$ cat src/design/peak_detect_pkg.sv
// Samples are unsigned; delay length, fall-off shift and trigger offset are fixed at elaboration
`default_nettype none

package peak_detect_pkg;

  // Width of one unsigned input sample
  localparam int SAMPLE_WIDTH = 16;

  // Number of accepted samples the output stream lags behind the input
  localparam int INPUT_DELAY = 16;

  // Holds buffer indices and occupancy counts up to INPUT_DELAY+1
  localparam int DELAY_ADDR_WIDTH = $clog2(INPUT_DELAY + 2);

  // Pulse ends below peak - (peak >> OFF_PEAK_SHIFT), so 3 gives 87.5 percent of the peak
  localparam int OFF_PEAK_SHIFT = 3;

  // Tag lands this many samples ahead of the peak (positive values only)
  localparam int PEAK_TRIGGER_OFFSET = 0;

  // Settings bus geometry
  localparam int SET_ADDR_WIDTH = 8;
  localparam int SET_DATA_WIDTH = 32;

  // Settings address of the detection threshold
  localparam logic [SET_ADDR_WIDTH-1:0] SR_THRESHOLD = 8'd5;

  // Only the low bits of the threshold register are kept
  localparam int THRESHOLD_WIDTH = 16;

  // Highest index of the circular buffer, which has INPUT_DELAY+1 entries
  localparam logic [DELAY_ADDR_WIDTH-1:0] DELAY_LAST_IDX = DELAY_ADDR_WIDTH'(INPUT_DELAY);

  // Occupancy at which the delay line starts releasing samples
  localparam logic [DELAY_ADDR_WIDTH-1:0] DELAY_FULL_COUNT =
    DELAY_ADDR_WIDTH'(INPUT_DELAY + 1);

  // Oldest peak, in samples behind the live input, that can still be tagged
  localparam logic [DELAY_ADDR_WIDTH-1:0] PEAK_AGE_LIMIT =
    DELAY_ADDR_WIDTH'(INPUT_DELAY - PEAK_TRIGGER_OFFSET);

  // Detection state machine states
  typedef enum logic [1:0] {
    S_WAIT_EXCEED  = 2'd0,
    S_TRACK_PEAK   = 2'd1,
    S_ALIGN_OUTPUT = 2'd2
  } det_state_t;

endpackage

`default_nettype wire

$ cat src/design/setting_reg.sv
// Keeps only the low WIDTH data bits; WIDTH must not exceed the settings data width
`timescale 1ns/1ps
`default_nettype none

module setting_reg #(
  parameter logic [peak_detect_pkg::SET_ADDR_WIDTH-1:0] ADDR  = '0,
  parameter int                                         WIDTH = 32
) (
  input  wire                                         clk,
  input  wire                                         reset,
  input  wire                                         i_set_stb,
  input  wire  [peak_detect_pkg::SET_ADDR_WIDTH-1:0]  i_set_addr,
  input  wire  [peak_detect_pkg::SET_DATA_WIDTH-1:0]  i_set_data,
  output logic [WIDTH-1:0]                            o_value
);

  // High for the one strobe cycle that targets this register
  logic hit;

  assign hit = i_set_stb && (i_set_addr == ADDR);

  // New value is visible on the cycle after the strobe
  always_ff @(posedge clk) begin
    if (reset) begin
      o_value <= '0;
    end else if (hit) begin
      o_value <= i_set_data[WIDTH-1:0];
    end
  end

endmodule

`default_nettype wire

$ cat src/design/sample_delay.sv
// Output stays invalid until INPUT_DELAY+1 samples are held; input ready depends on output ready
`timescale 1ns/1ps
`default_nettype none

module sample_delay (
  input  wire                                         clk,
  input  wire                                         reset,
  input  wire  [peak_detect_pkg::SAMPLE_WIDTH-1:0]    i_tdata,
  input  wire                                         i_tvalid,
  output logic                                        o_in_ready,
  output logic [peak_detect_pkg::SAMPLE_WIDTH-1:0]    o_tdata,
  output logic                                        o_tvalid,
  input  wire                                         i_out_ready
);

  // Sample storage, one entry more than the delay so the oldest can be read
  logic [peak_detect_pkg::SAMPLE_WIDTH-1:0] mem [0:peak_detect_pkg::INPUT_DELAY];

  logic [peak_detect_pkg::DELAY_ADDR_WIDTH-1:0] wr_ptr;
  logic [peak_detect_pkg::DELAY_ADDR_WIDTH-1:0] rd_ptr;
  logic [peak_detect_pkg::DELAY_ADDR_WIDTH-1:0] count;

  logic full;
  logic wr_en;
  logic rd_en;

  // Advances a buffer index and wraps after the last entry
  function automatic logic [peak_detect_pkg::DELAY_ADDR_WIDTH-1:0] next_ptr(
    input logic [peak_detect_pkg::DELAY_ADDR_WIDTH-1:0] ptr
  );
    logic [peak_detect_pkg::DELAY_ADDR_WIDTH-1:0] nxt;
    if (ptr == peak_detect_pkg::DELAY_LAST_IDX) begin
      nxt = '0;
    end else begin
      nxt = ptr + 1'b1;
    end
    return nxt;
  endfunction

  assign full = (count == peak_detect_pkg::DELAY_FULL_COUNT);

  // A sample leaves only once INPUT_DELAY newer samples sit behind it
  assign o_tvalid = full;
  assign o_tdata  = mem[rd_ptr];

  // When full, a new sample can enter only while the oldest one leaves
  assign o_in_ready = !full || i_out_ready;

  assign wr_en = i_tvalid && o_in_ready;
  assign rd_en = o_tvalid && i_out_ready;

  always_ff @(posedge clk) begin
    if (wr_en) begin
      mem[wr_ptr] <= i_tdata;
    end
  end

  always_ff @(posedge clk) begin
    if (reset) begin
      wr_ptr <= '0;
      rd_ptr <= '0;
      count  <= '0;
    end else begin
      if (wr_en) begin
        wr_ptr <= next_ptr(wr_ptr);
      end
      if (rd_en) begin
        rd_ptr <= next_ptr(rd_ptr);
      end
      // Occupancy holds when a write and a read share the cycle
      if (wr_en && !rd_en) begin
        count <= count + 1'b1;
      end else if (rd_en && !wr_en) begin
        count <= count - 1'b1;
      end
    end
  end

endmodule

`default_nettype wire

$ cat src/design/axis_reg_slice.sv
// Registered output and registered input ready; one cycle latency, full throughput
`timescale 1ns/1ps
`default_nettype none

module axis_reg_slice #(
  parameter int WIDTH = 17
) (
  input  wire               clk,
  input  wire               reset,
  input  wire  [WIDTH-1:0]  i_tdata,
  input  wire               i_tvalid,
  output logic              o_in_ready,
  output logic [WIDTH-1:0]  o_tdata,
  output logic              o_tvalid,
  input  wire               i_out_ready
);

  // Second entry catches the word accepted while the output stalls
  logic [WIDTH-1:0] skid_data;
  logic             skid_valid;

  logic in_xfer;
  logic out_free;

  // Ready comes from a flop, so the sink's ready never reaches the upstream path
  assign o_in_ready = !skid_valid;
  assign in_xfer    = i_tvalid && o_in_ready;

  // Output register can take a word when empty or when it is being read
  assign out_free = !o_tvalid || i_out_ready;

  always_ff @(posedge clk) begin
    if (reset) begin
      o_tvalid   <= 1'b0;
      skid_valid <= 1'b0;
    end else if (out_free) begin
      if (skid_valid) begin
        // Drain the skid entry first to keep order
        o_tvalid   <= 1'b1;
        skid_valid <= 1'b0;
      end else begin
        o_tvalid <= in_xfer;
      end
    end else if (in_xfer) begin
      skid_valid <= 1'b1;
    end
  end

  always_ff @(posedge clk) begin
    if (out_free) begin
      if (skid_valid) begin
        o_tdata <= skid_data;
      end else if (in_xfer) begin
        o_tdata <= i_tdata;
      end
    end else if (in_xfer) begin
      skid_data <= i_tdata;
    end
  end

endmodule

`default_nettype wire

$ cat src/design/peak_detector.sv
// Tags one delayed sample per pulse; peaks older than INPUT_DELAY-PEAK_TRIGGER_OFFSET are dropped
`timescale 1ns/1ps
`default_nettype none

module peak_detector (
  input  wire                                         clk,
  input  wire                                         reset,
  input  wire                                         i_set_stb,
  input  wire  [peak_detect_pkg::SET_ADDR_WIDTH-1:0]  i_set_addr,
  input  wire  [peak_detect_pkg::SET_DATA_WIDTH-1:0]  i_set_data,
  input  wire  [peak_detect_pkg::SAMPLE_WIDTH-1:0]    i_tdata,
  input  wire                                         i_tvalid,
  output logic                                        o_tready,
  output logic [peak_detect_pkg::SAMPLE_WIDTH-1:0]    o_tdata,
  output logic                                        o_tlast,
  output logic                                        o_tvalid,
  input  wire                                         i_tready
);

  logic [peak_detect_pkg::THRESHOLD_WIDTH-1:0] threshold;

  // Delayed stream between the delay line and the output slice
  logic [peak_detect_pkg::SAMPLE_WIDTH-1:0] dly_tdata;
  logic                                     dly_tvalid;
  logic                                     dly_tready;

  // Slice word carries the trigger flag above the sample
  logic [peak_detect_pkg::SAMPLE_WIDTH:0] slice_in_tdata;
  logic [peak_detect_pkg::SAMPLE_WIDTH:0] slice_out_tdata;

  logic in_ready;
  logic in_xfer;

  peak_detect_pkg::det_state_t state;

  logic                                         trigger;
  logic [peak_detect_pkg::SAMPLE_WIDTH-1:0]     peak_val;
  logic [peak_detect_pkg::DELAY_ADDR_WIDTH-1:0] peak_offset;
  logic [peak_detect_pkg::DELAY_ADDR_WIDTH-1:0] align_cnt;

  logic                                         above_thresh;
  logic                                         new_max;
  logic                                         off_peak;
  logic [peak_detect_pkg::SAMPLE_WIDTH-1:0]     off_peak_level;
  logic [peak_detect_pkg::DELAY_ADDR_WIDTH-1:0] offset_next;

  setting_reg #(
    .ADDR  (peak_detect_pkg::SR_THRESHOLD),
    .WIDTH (peak_detect_pkg::THRESHOLD_WIDTH)
  ) u_threshold_reg (
    .clk        (clk),
    .reset      (reset),
    .i_set_stb  (i_set_stb),
    .i_set_addr (i_set_addr),
    .i_set_data (i_set_data),
    .o_value    (threshold)
  );

  // Holding samples back lets the tag reach the peak after the pulse has ended
  sample_delay u_sample_delay (
    .clk         (clk),
    .reset       (reset),
    .i_tdata     (i_tdata),
    .i_tvalid    (i_tvalid),
    .o_in_ready  (in_ready),
    .o_tdata     (dly_tdata),
    .o_tvalid    (dly_tvalid),
    .i_out_ready (dly_tready)
  );

  assign slice_in_tdata = {trigger, dly_tdata};

  axis_reg_slice #(
    .WIDTH (peak_detect_pkg::SAMPLE_WIDTH + 1)
  ) u_out_slice (
    .clk         (clk),
    .reset       (reset),
    .i_tdata     (slice_in_tdata),
    .i_tvalid    (dly_tvalid),
    .o_in_ready  (dly_tready),
    .o_tdata     (slice_out_tdata),
    .o_tvalid    (o_tvalid),
    .i_out_ready (i_tready)
  );

  assign o_tlast  = slice_out_tdata[peak_detect_pkg::SAMPLE_WIDTH];
  assign o_tdata  = slice_out_tdata[peak_detect_pkg::SAMPLE_WIDTH-1:0];
  assign o_tready = in_ready;

  // Detection runs on the live input, one step per accepted sample
  assign in_xfer = i_tvalid && in_ready;

  assign above_thresh = i_tdata > threshold;

  // Strict compare keeps the first of several equal maxima
  assign new_max = i_tdata > peak_val;

  // Age of the peak once the current sample is taken into account
  assign offset_next = new_max ? '0 : peak_offset + 1'b1;

  assign off_peak_level = peak_val - (peak_val >> peak_detect_pkg::OFF_PEAK_SHIFT);
  assign off_peak       = i_tdata < off_peak_level;

  // Trigger set while accepting sample n rides beside delayed sample n-INPUT_DELAY,
  // so the tag is raised when the peak has aged exactly PEAK_AGE_LIMIT samples
  always_ff @(posedge clk) begin
    if (reset) begin
      state       <= peak_detect_pkg::S_WAIT_EXCEED;
      trigger     <= 1'b0;
      peak_offset <= '0;
      align_cnt   <= '0;
    end else if (in_xfer) begin
      // Trigger lasts for one accepted sample only
      trigger <= 1'b0;
      case (state)
        peak_detect_pkg::S_WAIT_EXCEED: begin
          peak_offset <= '0;
          align_cnt   <= '0;
          // The sample that crosses the threshold is the first candidate peak
          if (above_thresh) begin
            state <= peak_detect_pkg::S_TRACK_PEAK;
          end
        end

        peak_detect_pkg::S_TRACK_PEAK: begin
          peak_offset <= offset_next;
          if (offset_next > peak_detect_pkg::PEAK_AGE_LIMIT) begin
            // Peak has already left the delay line so the pulse is dropped untagged
            state <= peak_detect_pkg::S_WAIT_EXCEED;
          end else if (off_peak) begin
            if (offset_next == peak_detect_pkg::PEAK_AGE_LIMIT) begin
              // Peak sits at the delay output right now
              trigger <= 1'b1;
              state   <= peak_detect_pkg::S_WAIT_EXCEED;
            end else begin
              // Remaining accepted samples before the tag without counting this one
              align_cnt <= peak_detect_pkg::PEAK_AGE_LIMIT - offset_next - 1'b1;
              state     <= peak_detect_pkg::S_ALIGN_OUTPUT;
            end
          end
        end

        peak_detect_pkg::S_ALIGN_OUTPUT: begin
          if (align_cnt == '0) begin
            trigger <= 1'b1;
            state   <= peak_detect_pkg::S_WAIT_EXCEED;
          end else begin
            align_cnt <= align_cnt - 1'b1;
          end
        end

        default: begin
          state <= peak_detect_pkg::S_WAIT_EXCEED;
        end
      endcase
    end
  end

  // Peak value loads in the waiting state and then follows each new maximum
  always_ff @(posedge clk) begin
    if (in_xfer) begin
      if (state == peak_detect_pkg::S_WAIT_EXCEED) begin
        peak_val <= above_thresh ? i_tdata : '0;
      end else if (state == peak_detect_pkg::S_TRACK_PEAK && new_max) begin
        peak_val <= i_tdata;
      end
    end
  end

endmodule

`default_nettype wire

$ cat config.mk
export PLATFORM = sky130hd
export DESIGN_NAME = peak_detector
export DESIGN_NICKNAME = d
export VERILOG_FILES = /design/src/design/peak_detect_pkg.sv /design/src/design/setting_reg.sv /design/src/design/sample_delay.sv /design/src/design/axis_reg_slice.sv /design/src/design/peak_detector.sv
export SDC_FILE = /design/constraint.sdc
export NUM_CORES = 1
export LEC_CHECK = 0
export BUFFER_PORTS_ARGS = -buffer_cell sky130_fd_sc_hd__buf_2
export CAP_MARGIN = 10
export CORE_ASPECT_RATIO = 1.1
export CORE_MARGIN = 2
export CORE_UTILIZATION = 38
export CTS_CLUSTER_DIAMETER = 50
export DETAILED_ROUTE_END_ITERATION = 8
export GPL_TIMING_DRIVEN = 0
export PLACE_DENSITY_LB_ADDON = 0.15
export SYNTH_ARGS = -nofsm -noshare
export SYNTH_HDL_FRONTEND = slang
export SYNTH_SLANG_ARGS = --single-unit
$ cat constraint.sdc
create_clock -name clk -period 3.8 [get_ports clk]
set_input_delay 0.38 -clock clk [delete_from_list [all_inputs] [get_ports clk]]
set_output_delay 0.38 -clock clk [all_outputs]
set_load 0.05 [all_outputs]
==> impl_results.md, run 1 <==
* NumNets Final at 1,296
* Area of the multi-input gates at ~0.0056 sq mm
* Count of cell types in the netlist at a little under 60
* Crit share post-route at 103.6%
* Post-synth EDFFs at around 320
* Highest Clock Rate at around 250 MHz
* Port bufs at 63
* PnR worst setup slack at -0.1375 ns
* Synth Cell Area at around 0.016 sq mm
* Clock-pin slew on the worst setup and hold paths at ~0.060 ns
* IO Pins at 80
* Core ar. at roughly 0.043 sq mm
* Critical path arrival at about 4.4 ns
* Clock Root Buffer: clkbuf_16
* Worst path cell trace: ha_1 > nor2b_4 > o31a_1 > o211ai_1 > a21oi_2 > a2111oi_4 > or4_1 > o211ai_1 > ha_1 > a21o_1 > a21oi_2 > nor3b_2 > o31a_1 > o21ai_2 > buf_4 > a21o_1 > a31oi_1
* Commonest non-fill, non-tap cell in the layout: edfxtp_1
* Maxcap violations at 0
* Initial Util at between 30% and 40%
* Initial antenna violation count at 1
* WP data required at about 4.3 ns
* Worst hold path depth at 3
* Pleak at about 6.7 nW
* Net Sw Frac at 24.25%
* RD Place Congestion at ~0.75
* Hold Path Class: input port to flip-flop
* First-pass GRT wire length at ~57,000 um
* Outcome: finished, violations left
* Area delta synth->final at 18.24%
* Reg2reg setup slack at -0.14 ns
* Worst path slowest cell: edfxtp_1
* Sequential standard cell area at between 0.01 and 0.015 sq mm
* Die width at a little over 200 um
* Worst rel slew slack at between 20% and 30%
* CTS tree: done
* Syn Nets at about 1.2k
* HP Start: i_set_data[12]
* Total routed wirelength at 36,770 um
* DRC Markers at 0
* R2R depth at 17
* Critical Path Source Type: flip-flop
* CP Class: flip-flop to flip-flop
* Post-Synthesis Cells at between 1k and 1.5k
* Vias per inst at just over 5
* Post-synth ARST share at 0%
* Layout cells sized above 1 at between 20% and 30%
* Clock Skews at between 0.015 and 0.02 ns
* Initial DRC Count at ~530
* Net Switching at ~2.4 mW
* Seq/Total Area, Yosys at 64.82%
* Crit path max-delay family: compound AO/OA/AOI/OAI gates
* Worst VDD drop at 0.2690 mV
* Num CTS Buffers at 44
* Site Rows at 80
* Worst-margin pin slew at between 1 and 1.5 ns
* CP Buf/Inv Count at 1
* Detail Placement HPWL at approximately 25,000 um
* Gr usage total at between 10% and 20%
* Clock sinks at 373
* Setup TNS at -0.8728 ns
* Endpoint type of the worst setup path: flip-flop
* Commonest non-fill, non-tap cells in the layout: 322 x edfxtp_1, 74 x ha_1, 72 x mux4_2
* RSZ-0062 raised after global routing: true
* Post-route ant nets at 0
* Clk Latency, worst-skew pair at approximately 0.56 ns
* Comb power frac at approximately an eighth
* WL per Instance at between 20 and 25 um
* Tmin final at roughly 3.9 ns
* Place WS at -0.9429 ns
* Clock power share at 41.6%
* Pwr per Cell Area at about 520 mW/mm^2
* Reg2reg start: peak_val[1]
* Avg Cell Area, Syn at 16.17 sq um
* Max H-tree Level at 2
* Chip Height at 222.5 um
* Die Area at ~0.045 sq mm
* Vias at around 9.1k
* Fin. max-slew vios at 0
* CP max stage delay at 0.44 ns
* Synthesis-stage register bit count at between 300 and 400
* Pin count of the biggest net entering global routing at 22
* WHS Endpoint: u_threshold_reg.o_value[12]
* Synth Warn # at 0
* # diodes at 0
* Global route overflow at 0
* Crit-path max FO at 3
* Fin. Hold Viols at 0
* Vias in the first global route at 9,560
* Failing checks: negative setup slack
* DRT Pass-1 Iters at 5
* R2r endpoint: align_cnt[4]
* Internal Pwr Total at about 7.6 mW
* Maximum root-to-sink buffer count at 3
* Hold buffers post-CTS at 0
* Seq pwr share at between 40% and 50%
* Synth Flop Type: edfxtp_1
* Filler instances at ~3.8k
* Setup Viol. Count Final at 7
==> flip-flops by register name (all words and copies together) (netlist names), named ones only <==
signal,count
u_sample_delay.mem,272
u_out_slice.o_tdata,17
u_out_slice.skid_data,17
peak_val,16
u_threshold_reg.o_value,16
align_cnt,5
peak_offset,5
u_sample_delay.count,5
u_sample_delay.rd_ptr,5
u_sample_delay.wr_ptr,5
state,2
trigger,1
u_out_slice.o_tvalid,1
u_out_slice.skid_valid,1
==> worst reg2reg max path, stage by stage (launching register included) <==
cell and delay [ns]:
edfxtp_1 0.44, ha_1 0.33, nor2b_4 0.13, o31a_1 0.27
o211ai_1 0.28, a21oi_2 0.13, a2111oi_4 0.40, or4_1 0.18
o211ai_1 0.09, ha_1 0.32, a21o_1 0.17, a21oi_2 0.14
nor3b_2 0.20, o31a_1 0.28, o21ai_2 0.10, buf_4 0.15
a21o_1 0.14, a31oi_1 0.11
==> routing by layer <==
layer / GRT usage [%] / vias to the layer above / part of all wire, %
met2: 30.32 / 168 / 52
li1: - / 4272 / -
met4: 4.874 / 0 / 1.8
met3: 2.567 / 47 / 4.1
met5: 0 / - / 0
met1: 20.97 / 4611 / 42
==> metrics by stage <==
step	cells	util [%]	hold slack [ns]	area [sq um]	total power, mW
floorplan	1020	-	0.4185	16500	5.506
global placement	1657	40.64	0.4622	17530	5.833
detailed placement	1674	41.40	0.4788	17860	5.864
CTS	1757	45.00	0.01437	19410	10.18
global route	1763	45.20	0.04392	19500	10.54
finish	1763	45.20	0.05076	19500	10.08
==> Yosys cell counts (9+ instances only) <==
| master | number | share of area, % |
|---|---|---|
| a21oi_1 | 35 | 1.1 |
| nand4_1 | 12 | 0.46 |
| nor2_1 | 72 | 1.6 |
| xor2_1 | 13 | 0.69 |
| dfxtp_1 | 51 | 6.2 |
| ha_1 | 76 | 5.8 |
| buf_1 | 10 | 0.23 |
| mux2_2 | 33 | 2.3 |
| clkbuf_1 | 19 | 0.43 |
| xnor2_1 | 13 | 0.69 |
| and2_1 | 17 | 0.64 |
| nand2_1 | 35 | 0.80 |
| o21ai_0 | 21 | 0.64 |
| nor3_1 | 9 | 0.27 |
| mux4_2 | 72 | 9.8 |
| nand3_1 | 10 | 0.30 |
| and3_1 | 10 | 0.38 |
| edfxtp_1 | 322 | 59 |
| mux2i_1 | 22 | 1.3 |
| inv_1 | 49 | 1.1 |
==> repair_timing <==
| item | in CTS | in global routing |
|---|---|---|
| gates resized for setup | 21 | 10 |
| pin swaps | 13 | 11 |
| endpoints found under the setup margin | 8 | 8 |
| setup buffers | 5 | 6 |
==> worst max path at each step <==
stage	start	end	depth (start not counted)
finish	peak_val[1]	align_cnt[4]	17
detailed placement	peak_val[4]	align_cnt[2]	17
floorplan	peak_val[1]	align_cnt[0]	16
CTS	peak_val[0]	align_cnt[0]	18
global route	peak_val[1]	align_cnt[3]	16
global placement	u_sample_delay.count[1]	u_sample_delay.wr_ptr[0]	7
==> kinds of logic after synthesis <==
| logic type | synth area share (%) |
|---|---|
| muxes | 14.70 |
| AOI/OAI and AO/OA | 4.552 |
| buffers and inverters | 2.306 |
| DFF | 64.82 |
| adders and majority gates | 6.009 |
| xor gates and xnor gates | 1.381 |
| and+or+nand+nor | 6.236 |
==> area by class of cell <==
type / instances / share of cell area (%)
sequential: 373 / 54.82
multi-input combinational: 561 / 28.66
clock buffer: 51 / 5.890
tap: 574 / 3.683
timing repair buffer: 91 / 3.491
clock inverter: 27 / 1.508
buffer: 37 / 1.007
inverter: 49 / 0.9432
==> power by group through the flow <==
stage | Sequential (mW) | Clock, mW | Combinational, mW
global route | 4.60 | 4.48 | 1.46
global placement | 4.68 | 0 | 1.15
CTS | 4.60 | 4.31 | 1.27
finish | 4.60 | 4.19 | 1.29
floorplan | 4.69 | 0 | 0.812
detailed placement | 4.68 | 0 | 1.18
Note: power is estimated with default switching activity, not from simulation.
==> inputs of run 2 (changes only) <==
- GPL_TIMING_DRIVEN: 0 -> not set
- clock period: 3.8 -> 3.75 ns (I/O delays scaled with it)
==> impl_results.md, run 2 (synthesized netlist as in run 1, its figures left out) <==
* Clock-pin slew on the worst setup and hold paths at 0.06 ns (about the same)
* Clock Skews at 0.01607 ns (-0.002143 ns)
* Max FFs per register at 272 (unchanged)
* DRT Pass-1 Iters at 5 (unchanged)
* Critical Path Source Type: flip-flop
* Chip Height at 222.5 um (unchanged)
* RSZ-0062 raised after global routing: true
* Largest regs: u_sample_delay.mem: 272 flops, u_out_slice.o_tdata: 17 flops, u_out_slice.skid_data: 17 flops
* Die Area at 0.04508 sq mm (unchanged)
* Initial Util at 38.23% (unchanged)
* Port bufs at 63 (unchanged)
* Commonest non-fill, non-tap cells in the layout: 322 x edfxtp_1, 73 x ha_1, 72 x mux4_2
* WP data required at 4.20 ns (-0.09 ns)
* First-pass GRT wire length at 56,680 um (-0.30%)
* Area delta synth->final at 16.93%
* Num CTS Buffers at 42 (-4.5%)
* Placed insts at 1,686 (+0.72%)
* Fin. Hold Viols at 0 (unchanged)
* Layout cells sized above 1 at 27.70% (+1.4 points)
* RD Place Congestion at 0.7495 (-0.36%)
* Post-route ant nets at 0 (unchanged)
* Pwr per Cell Area at 504.6 mW/mm^2 (-2.3%)
* DRC Markers at 0 (unchanged)
* Non-Filler Instances at 1,770 (+0.40%)
* Endpoint type of the worst setup path: flip-flop
* Pleak at 6.692 nW (-0.11%)
* Highest Clock Rate at 260.0 MHz (+2.4%)
* Maxcap violations at 0 (unchanged)
* Worst VDD drop at 0.3453 mV (+28%)
* Clock Root Buffer: clkbuf_16
* Initial antenna violation count at 0 (-1)
* Vias at 9,113 (+0.16%)
* Most flops, register: u_sample_delay.mem
* Final Util at 44.70% (-0.50 points)
* WL per Instance at 20.86 um (about the same)
* Gr usage total at 16.86% (about the same)
* Vias in the first global route at 9,547 (-0.14%)
* PnR worst setup slack at -0.09654 ns (+0.04097 ns)
* CP Class: flip-flop to flip-flop
* Tmin final at 3.847 ns (-0.09097 ns)
* Fin. max-slew vios at 0 (unchanged)
* Vias per inst at 5.149 (-0.23%)
* Commonest non-fill, non-tap cell in the layout: edfxtp_1
* Total routed wirelength at 36,930 um (+0.42%)
* Core ar. at 0.04314 sq mm (unchanged)
* CTS tree: done
* IO Pins at 80 (unchanged)
* Max H-tree Level at 2 (unchanged)
* Failing checks: negative setup slack
* Hold Path Class: input port to flip-flop
* Critical path arrival at 4.29 ns (-0.13 ns)
* Clock sinks at 373 (unchanged)
* Clk Latency, worst-skew pair at 0.57 ns (about the same)
* NumNets Final at 1,302 (+0.46%)
* Setup TNS at -0.5212 ns (+0.3516 ns)
* Worst-margin pin slew at 0.8520 ns (-0.2968 ns)
* Crit share post-route at 102.6% (-1.0 points)
* Die width at 202.6 um (unchanged)
* Site Rows at 80 (unchanged)
* Initial DRC Count at 533 (+0.95%)
* Pin count of the biggest net entering global routing at 42 (+91%)
* Setup Viol. Count Final at 7 (unchanged)
* Global route overflow at 0 (unchanged)
* Crit-path max FO at 4 (+1)
* Hold buffers post-CTS at 0 (unchanged)
* Outcome: finished, violations left
* Worst rel slew slack at 42.99% (+20 points)
* Maximum root-to-sink buffer count at 3 (unchanged)
* Detail Placement HPWL at 23,210 um (-8.3%)
-- run 2: path summary, 6_finish.rpt --
kind | slack (ns) | end | cells past startpoint | startpoint
setup / recovery | -0.1 | align_cnt[3] | 17 | peak_val[3]
hold / removal | 0.04 | u_threshold_reg.o_value[9] | 3 | i_set_data[9]
hold reg to reg | 0.48 | u_sample_delay.count[4] | 2 | u_sample_delay.count[4]
setup reg to reg | -0.1 | align_cnt[3] | 17 | peak_val[3]
-- run 2: layer usage --
layer  global-route usage [%]  wire (um)
met2                    28.81      18320
met5                        0          0
met4                    4.945        803
met3                    3.197       1294
met1                    21.84      16510
-- run 2: timing repair --
item                       4_1_cts  5_1_grt
setup endpoints to repair        8        8
resized for setup               13        7
buffers inserted                 2        5
pin swaps                        6        5
cloned                           0        0
-- run 2: cell type report --
| type | count | area, sq um |
|---|---|---|
| Tap cell | 574 | 718.2 |
| Clock inverter | 22 | 153.9 |
| Inverter | 49 | 183.9 |
| Sequential cell | 373 | 10700 |
| Multi-Input combinational cell | 561 | 5522 |
| Timing Repair Buffer | 136 | 913.4 |
| Fill cell | 3788 | 23860 |
| Clock buffer | 54 | 1096 |
| Antenna cell | 1 | 2.502 |
-- run 2: power breakdown --
part / internal, mW / switching, mW
combinational: 0.603 / 0.707
clock: 2.09 / 1.66
sequential: 4.61 / 0.0570
total: 7.30 / 2.43
-- run 2: critical path: stages, from the launching register on --
cell and delay [ns]:
edfxtp_1 0.46, ha_4 0.30, o21a_1 0.11, o31a_1 0.16
o211ai_1 0.15, a21oi_2 0.20, a2111oi_2 0.06, buf_4 0.15
or4_1 0.50, o211ai_1 0.11, ha_1 0.28, a21o_1 0.18
a21oi_2 0.14, nor3b_2 0.17, o31a_1 0.27, o21ai_2 0.10
a21o_1 0.25, mux2i_1 0.14
-- run 2: stage by stage --
stage                     total power [mW]  instance area, sq um  hold slack (ns)  worst slack (ns)
final                                9.732                 19280          0.03922          -0.09654
after global routing                 10.20                 19280          0.03459           -0.3660
after floorplan                      5.579                 16500           0.4185           0.02825
after detailed placement             6.013                 17930           0.4844           -0.4170
after CTS                            9.848                 19220         0.002840           -0.1126
after global placement               5.998                 17930           0.4686           -0.3653
==> inputs of run 3 (changes only) <==
- ABC_AREA: not set -> 1
==> impl_results.md, run 3 <==
* R2R depth at 20 (+3)
* NumNets Final at 1,693 (+30%)
* Area of the multi-input gates at 0.005280 sq mm (-4.4%)
* WP data required at 4.15 ns (-0.05 ns)
* CP Buf/Inv Count at 2 (+1)
* HP Start: i_tready
* Clock Skews at 0.02878 ns (+0.01271 ns)
* Synth Warn # at 0 (unchanged)
* Highest Clock Rate at 300.1 MHz (+15%)
* R2r endpoint: align_cnt[0]
* Synthesis-stage register bit count at 373 (unchanged)
* Detail Placement HPWL at 24,730 um (+6.6%)
* Critical Path Source Type: flip-flop
* Setup TNS at 0 ns (+0.5212 ns)
* Die Area at 0.04564 sq mm (+1.2%)
* Total routed wirelength at 39,780 um (+7.7%)
* Global route overflow at 0 (unchanged)
* Post-Synthesis Cells at 1,480 (+45%)
* Placed insts at 2,085 (+24%)
* Chip Height at 223.9 um (+0.62%)
* CP Class: flip-flop to flip-flop
* Hold Path Class: input port to flip-flop
* Setup bufs post-CTS at 0 (-2)
* Worst path slowest cell: edfxtp_1
* Fin. max-slew vios at 0 (unchanged)
* Largest family of logic cells by synthesized area: compound AO/OA/AOI/OAI gates
* Fin. Hold Viols at 0 (unchanged)
* Max H-tree Level at 2 (unchanged)
* WHS Endpoint: u_out_slice.skid_valid
* Endpoint type of the worst setup path: flip-flop
* RSZ-0062 raised after global routing: false
* WL per Instance at 18.42 um (-12%)
* Compound-Gate Fraction of Synth Area at 12.95% (+8.4 points)
* Worst path cell trace: inv_1 > ha_1 > a21oi_1 > nand2_1 > a21oi_1 > o21ai_2 > a21boi_2 > o21ai_0 > xor2_1 > ha_1 > a21oi_1 > nor2_1 > nor3_1 > nand2_1 > nand2_1 > inv_1 > nor2_4 > nand2_1 > o21ai_0 > nor2_1
* Most flops, register: u_sample_delay.mem
* Core ar. at 0.04334 sq mm (+0.46%)
* Top-count cell post-synth: edfxtp_1
* Post-synth ARST share at 0% (unchanged)
* Post-synth EDFFs at 322 (unchanged)
* Clock-pin slew on the worst setup and hold paths at 0.06 ns (about the same)
* Power, Total at 9.869 mW (+1.4%)
* Clk Latency, worst-skew pair at 0.56 ns (about the same)
* Port bufs at 63 (unchanged)
* DRC Markers at 0 (unchanged)
* Initial antenna violation count at 0 (unchanged)
* Critical path arrival at 3.73 ns (-0.56 ns)
* Clock sinks at 373 (unchanged)
* Crit path max-delay family: compound AO/OA/AOI/OAI gates
* Vias per inst at 5.118 (-0.59%)
* CTS tree: done
* Synth Area in XOR/XNOR at 1.206% (-0.17 points)
* Tmin final at 3.332 ns (-0.5149 ns)
* Worst rel slew slack at 38.22% (-4.8 points)
* Commonest non-fill, non-tap cell in the layout: edfxtp_1
* Yosys top cell by area: edfxtp_1
* # diodes at 0 (-1)
* Crit share post-route at 88.84% (-14 points)
* Syn Nets at 1,619 (+40%)
* Initial Util at 38.53% (+0.30 points)
* Non-Filler Instances at 2,159 (+22%)
* Outcome: finished clean
* Filler instances at 4,040 (+6.7%)
* Num CTS Buffers at 41 (-2.4%)
* Synth Flop Type: edfxtp_1
* Maximum root-to-sink buffer count at 3 (unchanged)
* Seq/Total Area, Yosys at 64.01% (-0.81 points)
* Reg2reg start: peak_val[5]
* Initial DRC Count at 734 (+38%)
* Layout cells sized above 1 at 12.56% (-15 points)
* Max FFs per register at 272 (unchanged)
* Vias at 11.05k (+21%)
* Commonest non-fill, non-tap cells in the layout: 322 x edfxtp_1, 230 x nor2_1, 168 x o21ai_0
* Synth top area cells: edfxtp_1 58%, dfxtp_1 6.1%, ha_1 5.7%, nor2_1 5.3%, o21ai_0 5.0%
* Worst hold path depth at 4 (+1)
* Hold WS at 0.1098 ns (+0.07058 ns)
* Post-route ant nets at 0 (unchanged)
* Avg Cell Area, Syn at 11.28 sq um (-30%)
* Crit-path max FO at 7 (+3)
* RD Place Congestion at 0.7687 (+2.6%)
* Top cells by count, synth: 322 x edfxtp_1, 238 x nor2_1, 168 x o21ai_0, 159 x nand2_1, 107 x inv_1
* DRT Pass-1 Iters at 4 (-1)
* Post-synthesis mux area share at 0% (-15 points)
* Clock Root Buffer: clkbuf_16
* Pwr per Cell Area at 519.7 mW/mm^2 (+3.0%)
* Most frequent CP cell: nand2_1
* IO Pins at 80 (unchanged)
* Worst VDD drop at 0.3253 mV (-5.8%)
* Setup Viol. Count Final at 0 (-7)
* Reg2reg setup slack at 0.42 ns (+0.51 ns)
* Gr usage total at 17.77% (+0.92 points)
* Synth Area in Adders at 5.934% (-0.075 points)
* Maxcap violations at 0 (unchanged)
* Worst-margin pin slew at 0.9241 ns (+0.07211 ns)
* Synth Cell Area at 0.01670 sq mm (+1.3%)
* Die width at 203.9 um (+0.62%)
* Largest regs: u_sample_delay.mem: 272 flops, u_out_slice.o_tdata: 17 flops, u_out_slice.skid_data: 17 flops
* Vias in the first global route at 10.88k (+14%)
* Post-Synth Simple-Gate Area at 11.35% (+5.1 points)
* Pleak at 6.935 nW (+3.6%)
* Site Rows at 80 (unchanged)
* Count of cell types in the netlist at 45 (-22%)
* Area delta synth->final at 13.72%
* Yosys top cell area share at 57.90% (-0.73 points)
* CP max stage delay at 0.39 ns (-0.11 ns)
* Sequential standard cell area at 0.01070 sq mm (unchanged)
* First-pass GRT wire length at 62,430 um (+10%)
* Pin count of the biggest net entering global routing at 129 (+210%)
## run 3: report_power, final
group | switching [mW] | total (mW) | internal [mW]
clock network | 1.63 | 3.79 | 2.16
logic | 0.885 | 1.40 | 0.511
registers | 0.0565 | 4.69 | 4.63
total | 2.57 | 9.87 | 7.30
## run 3: cell families (layout without fill, tap and decap cells)
logic type / count (synthesis) / after routing
simple gates: 471 / 471
flops: 373 / 373
compound gates: 357 / 357
xor+xnor: 23 / 23
fa+ha+maj: 78 / 78
buf+inv: 178 / 283
## run 3: layout make-up
| class | instances | share of cell area, % |
|---|---|---|
| Sequential cell | 373 | 56.32 |
| Multi-Input combinational cell | 929 | 27.80 |
| Clock buffer | 43 | 5.442 |
| Tap cell | 574 | 3.782 |
| Timing Repair Buffer | 98 | 3.176 |
| Inverter | 111 | 2.201 |
| Clock inverter | 31 | 1.278 |
## run 3: through the flow
step	util, %	setup slack (ns)	area [sq um]
floorplan	-	0.7242	16700
finish	43.82	0.4183	18990
global placement	40.86	0.3434	17710
CTS	43.81	0.2943	18990
detailed placement	40.86	0.3323	17710
global route	43.82	0.07201	18990
## run 3: layer usage
layer	wire length (um)	vias to the layer above	part of all wire, %	global-route usage, %
met5	0	-	0	0
met3	1579	61	4.0	2.444
met4	1119	0	2.8	5.486
met1	17210	5323	43	22.48
met2	19870	219	50	31.45
li1	-	5447	-	-
## run 3: worst max-delay path by stage
stage / to / slack (ns) / depth (start not counted) / startpoint
global placement: align_cnt[1] / 0.34 / 20 / peak_val[5]
detailed placement: align_cnt[0] / 0.33 / 20 / peak_val[5]
global route: state[0] / 0.07 / 19 / peak_val[5]
floorplan: align_cnt[1] / 0.72 / 20 / peak_val[0]
finish: align_cnt[0] / 0.42 / 20 / peak_val[5]
CTS: align_cnt[0] / 0.29 / 20 / peak_val[5]
## run 3: worst register-to-register path: cells and delay by family (launching register included)
family                   cells  cell delay [ns]
AND/OR/NAND/NOR              8             0.84
buffers and inverters        2             0.18
adder cells (fa/ha/maj)      2             0.58
flip-flops                   1             0.39
AO/OA/AOI/OAI                7             1.04
XOR/XNOR                     1             0.15
## run 3: what timing repair did
| action | 4_1_cts | 5_1_grt |
|---|---|---|
| resized for setup | 0 | 2 |
| endpoints found under the setup margin | 0 | 1 |
| hold buffers | 0 | 0 |
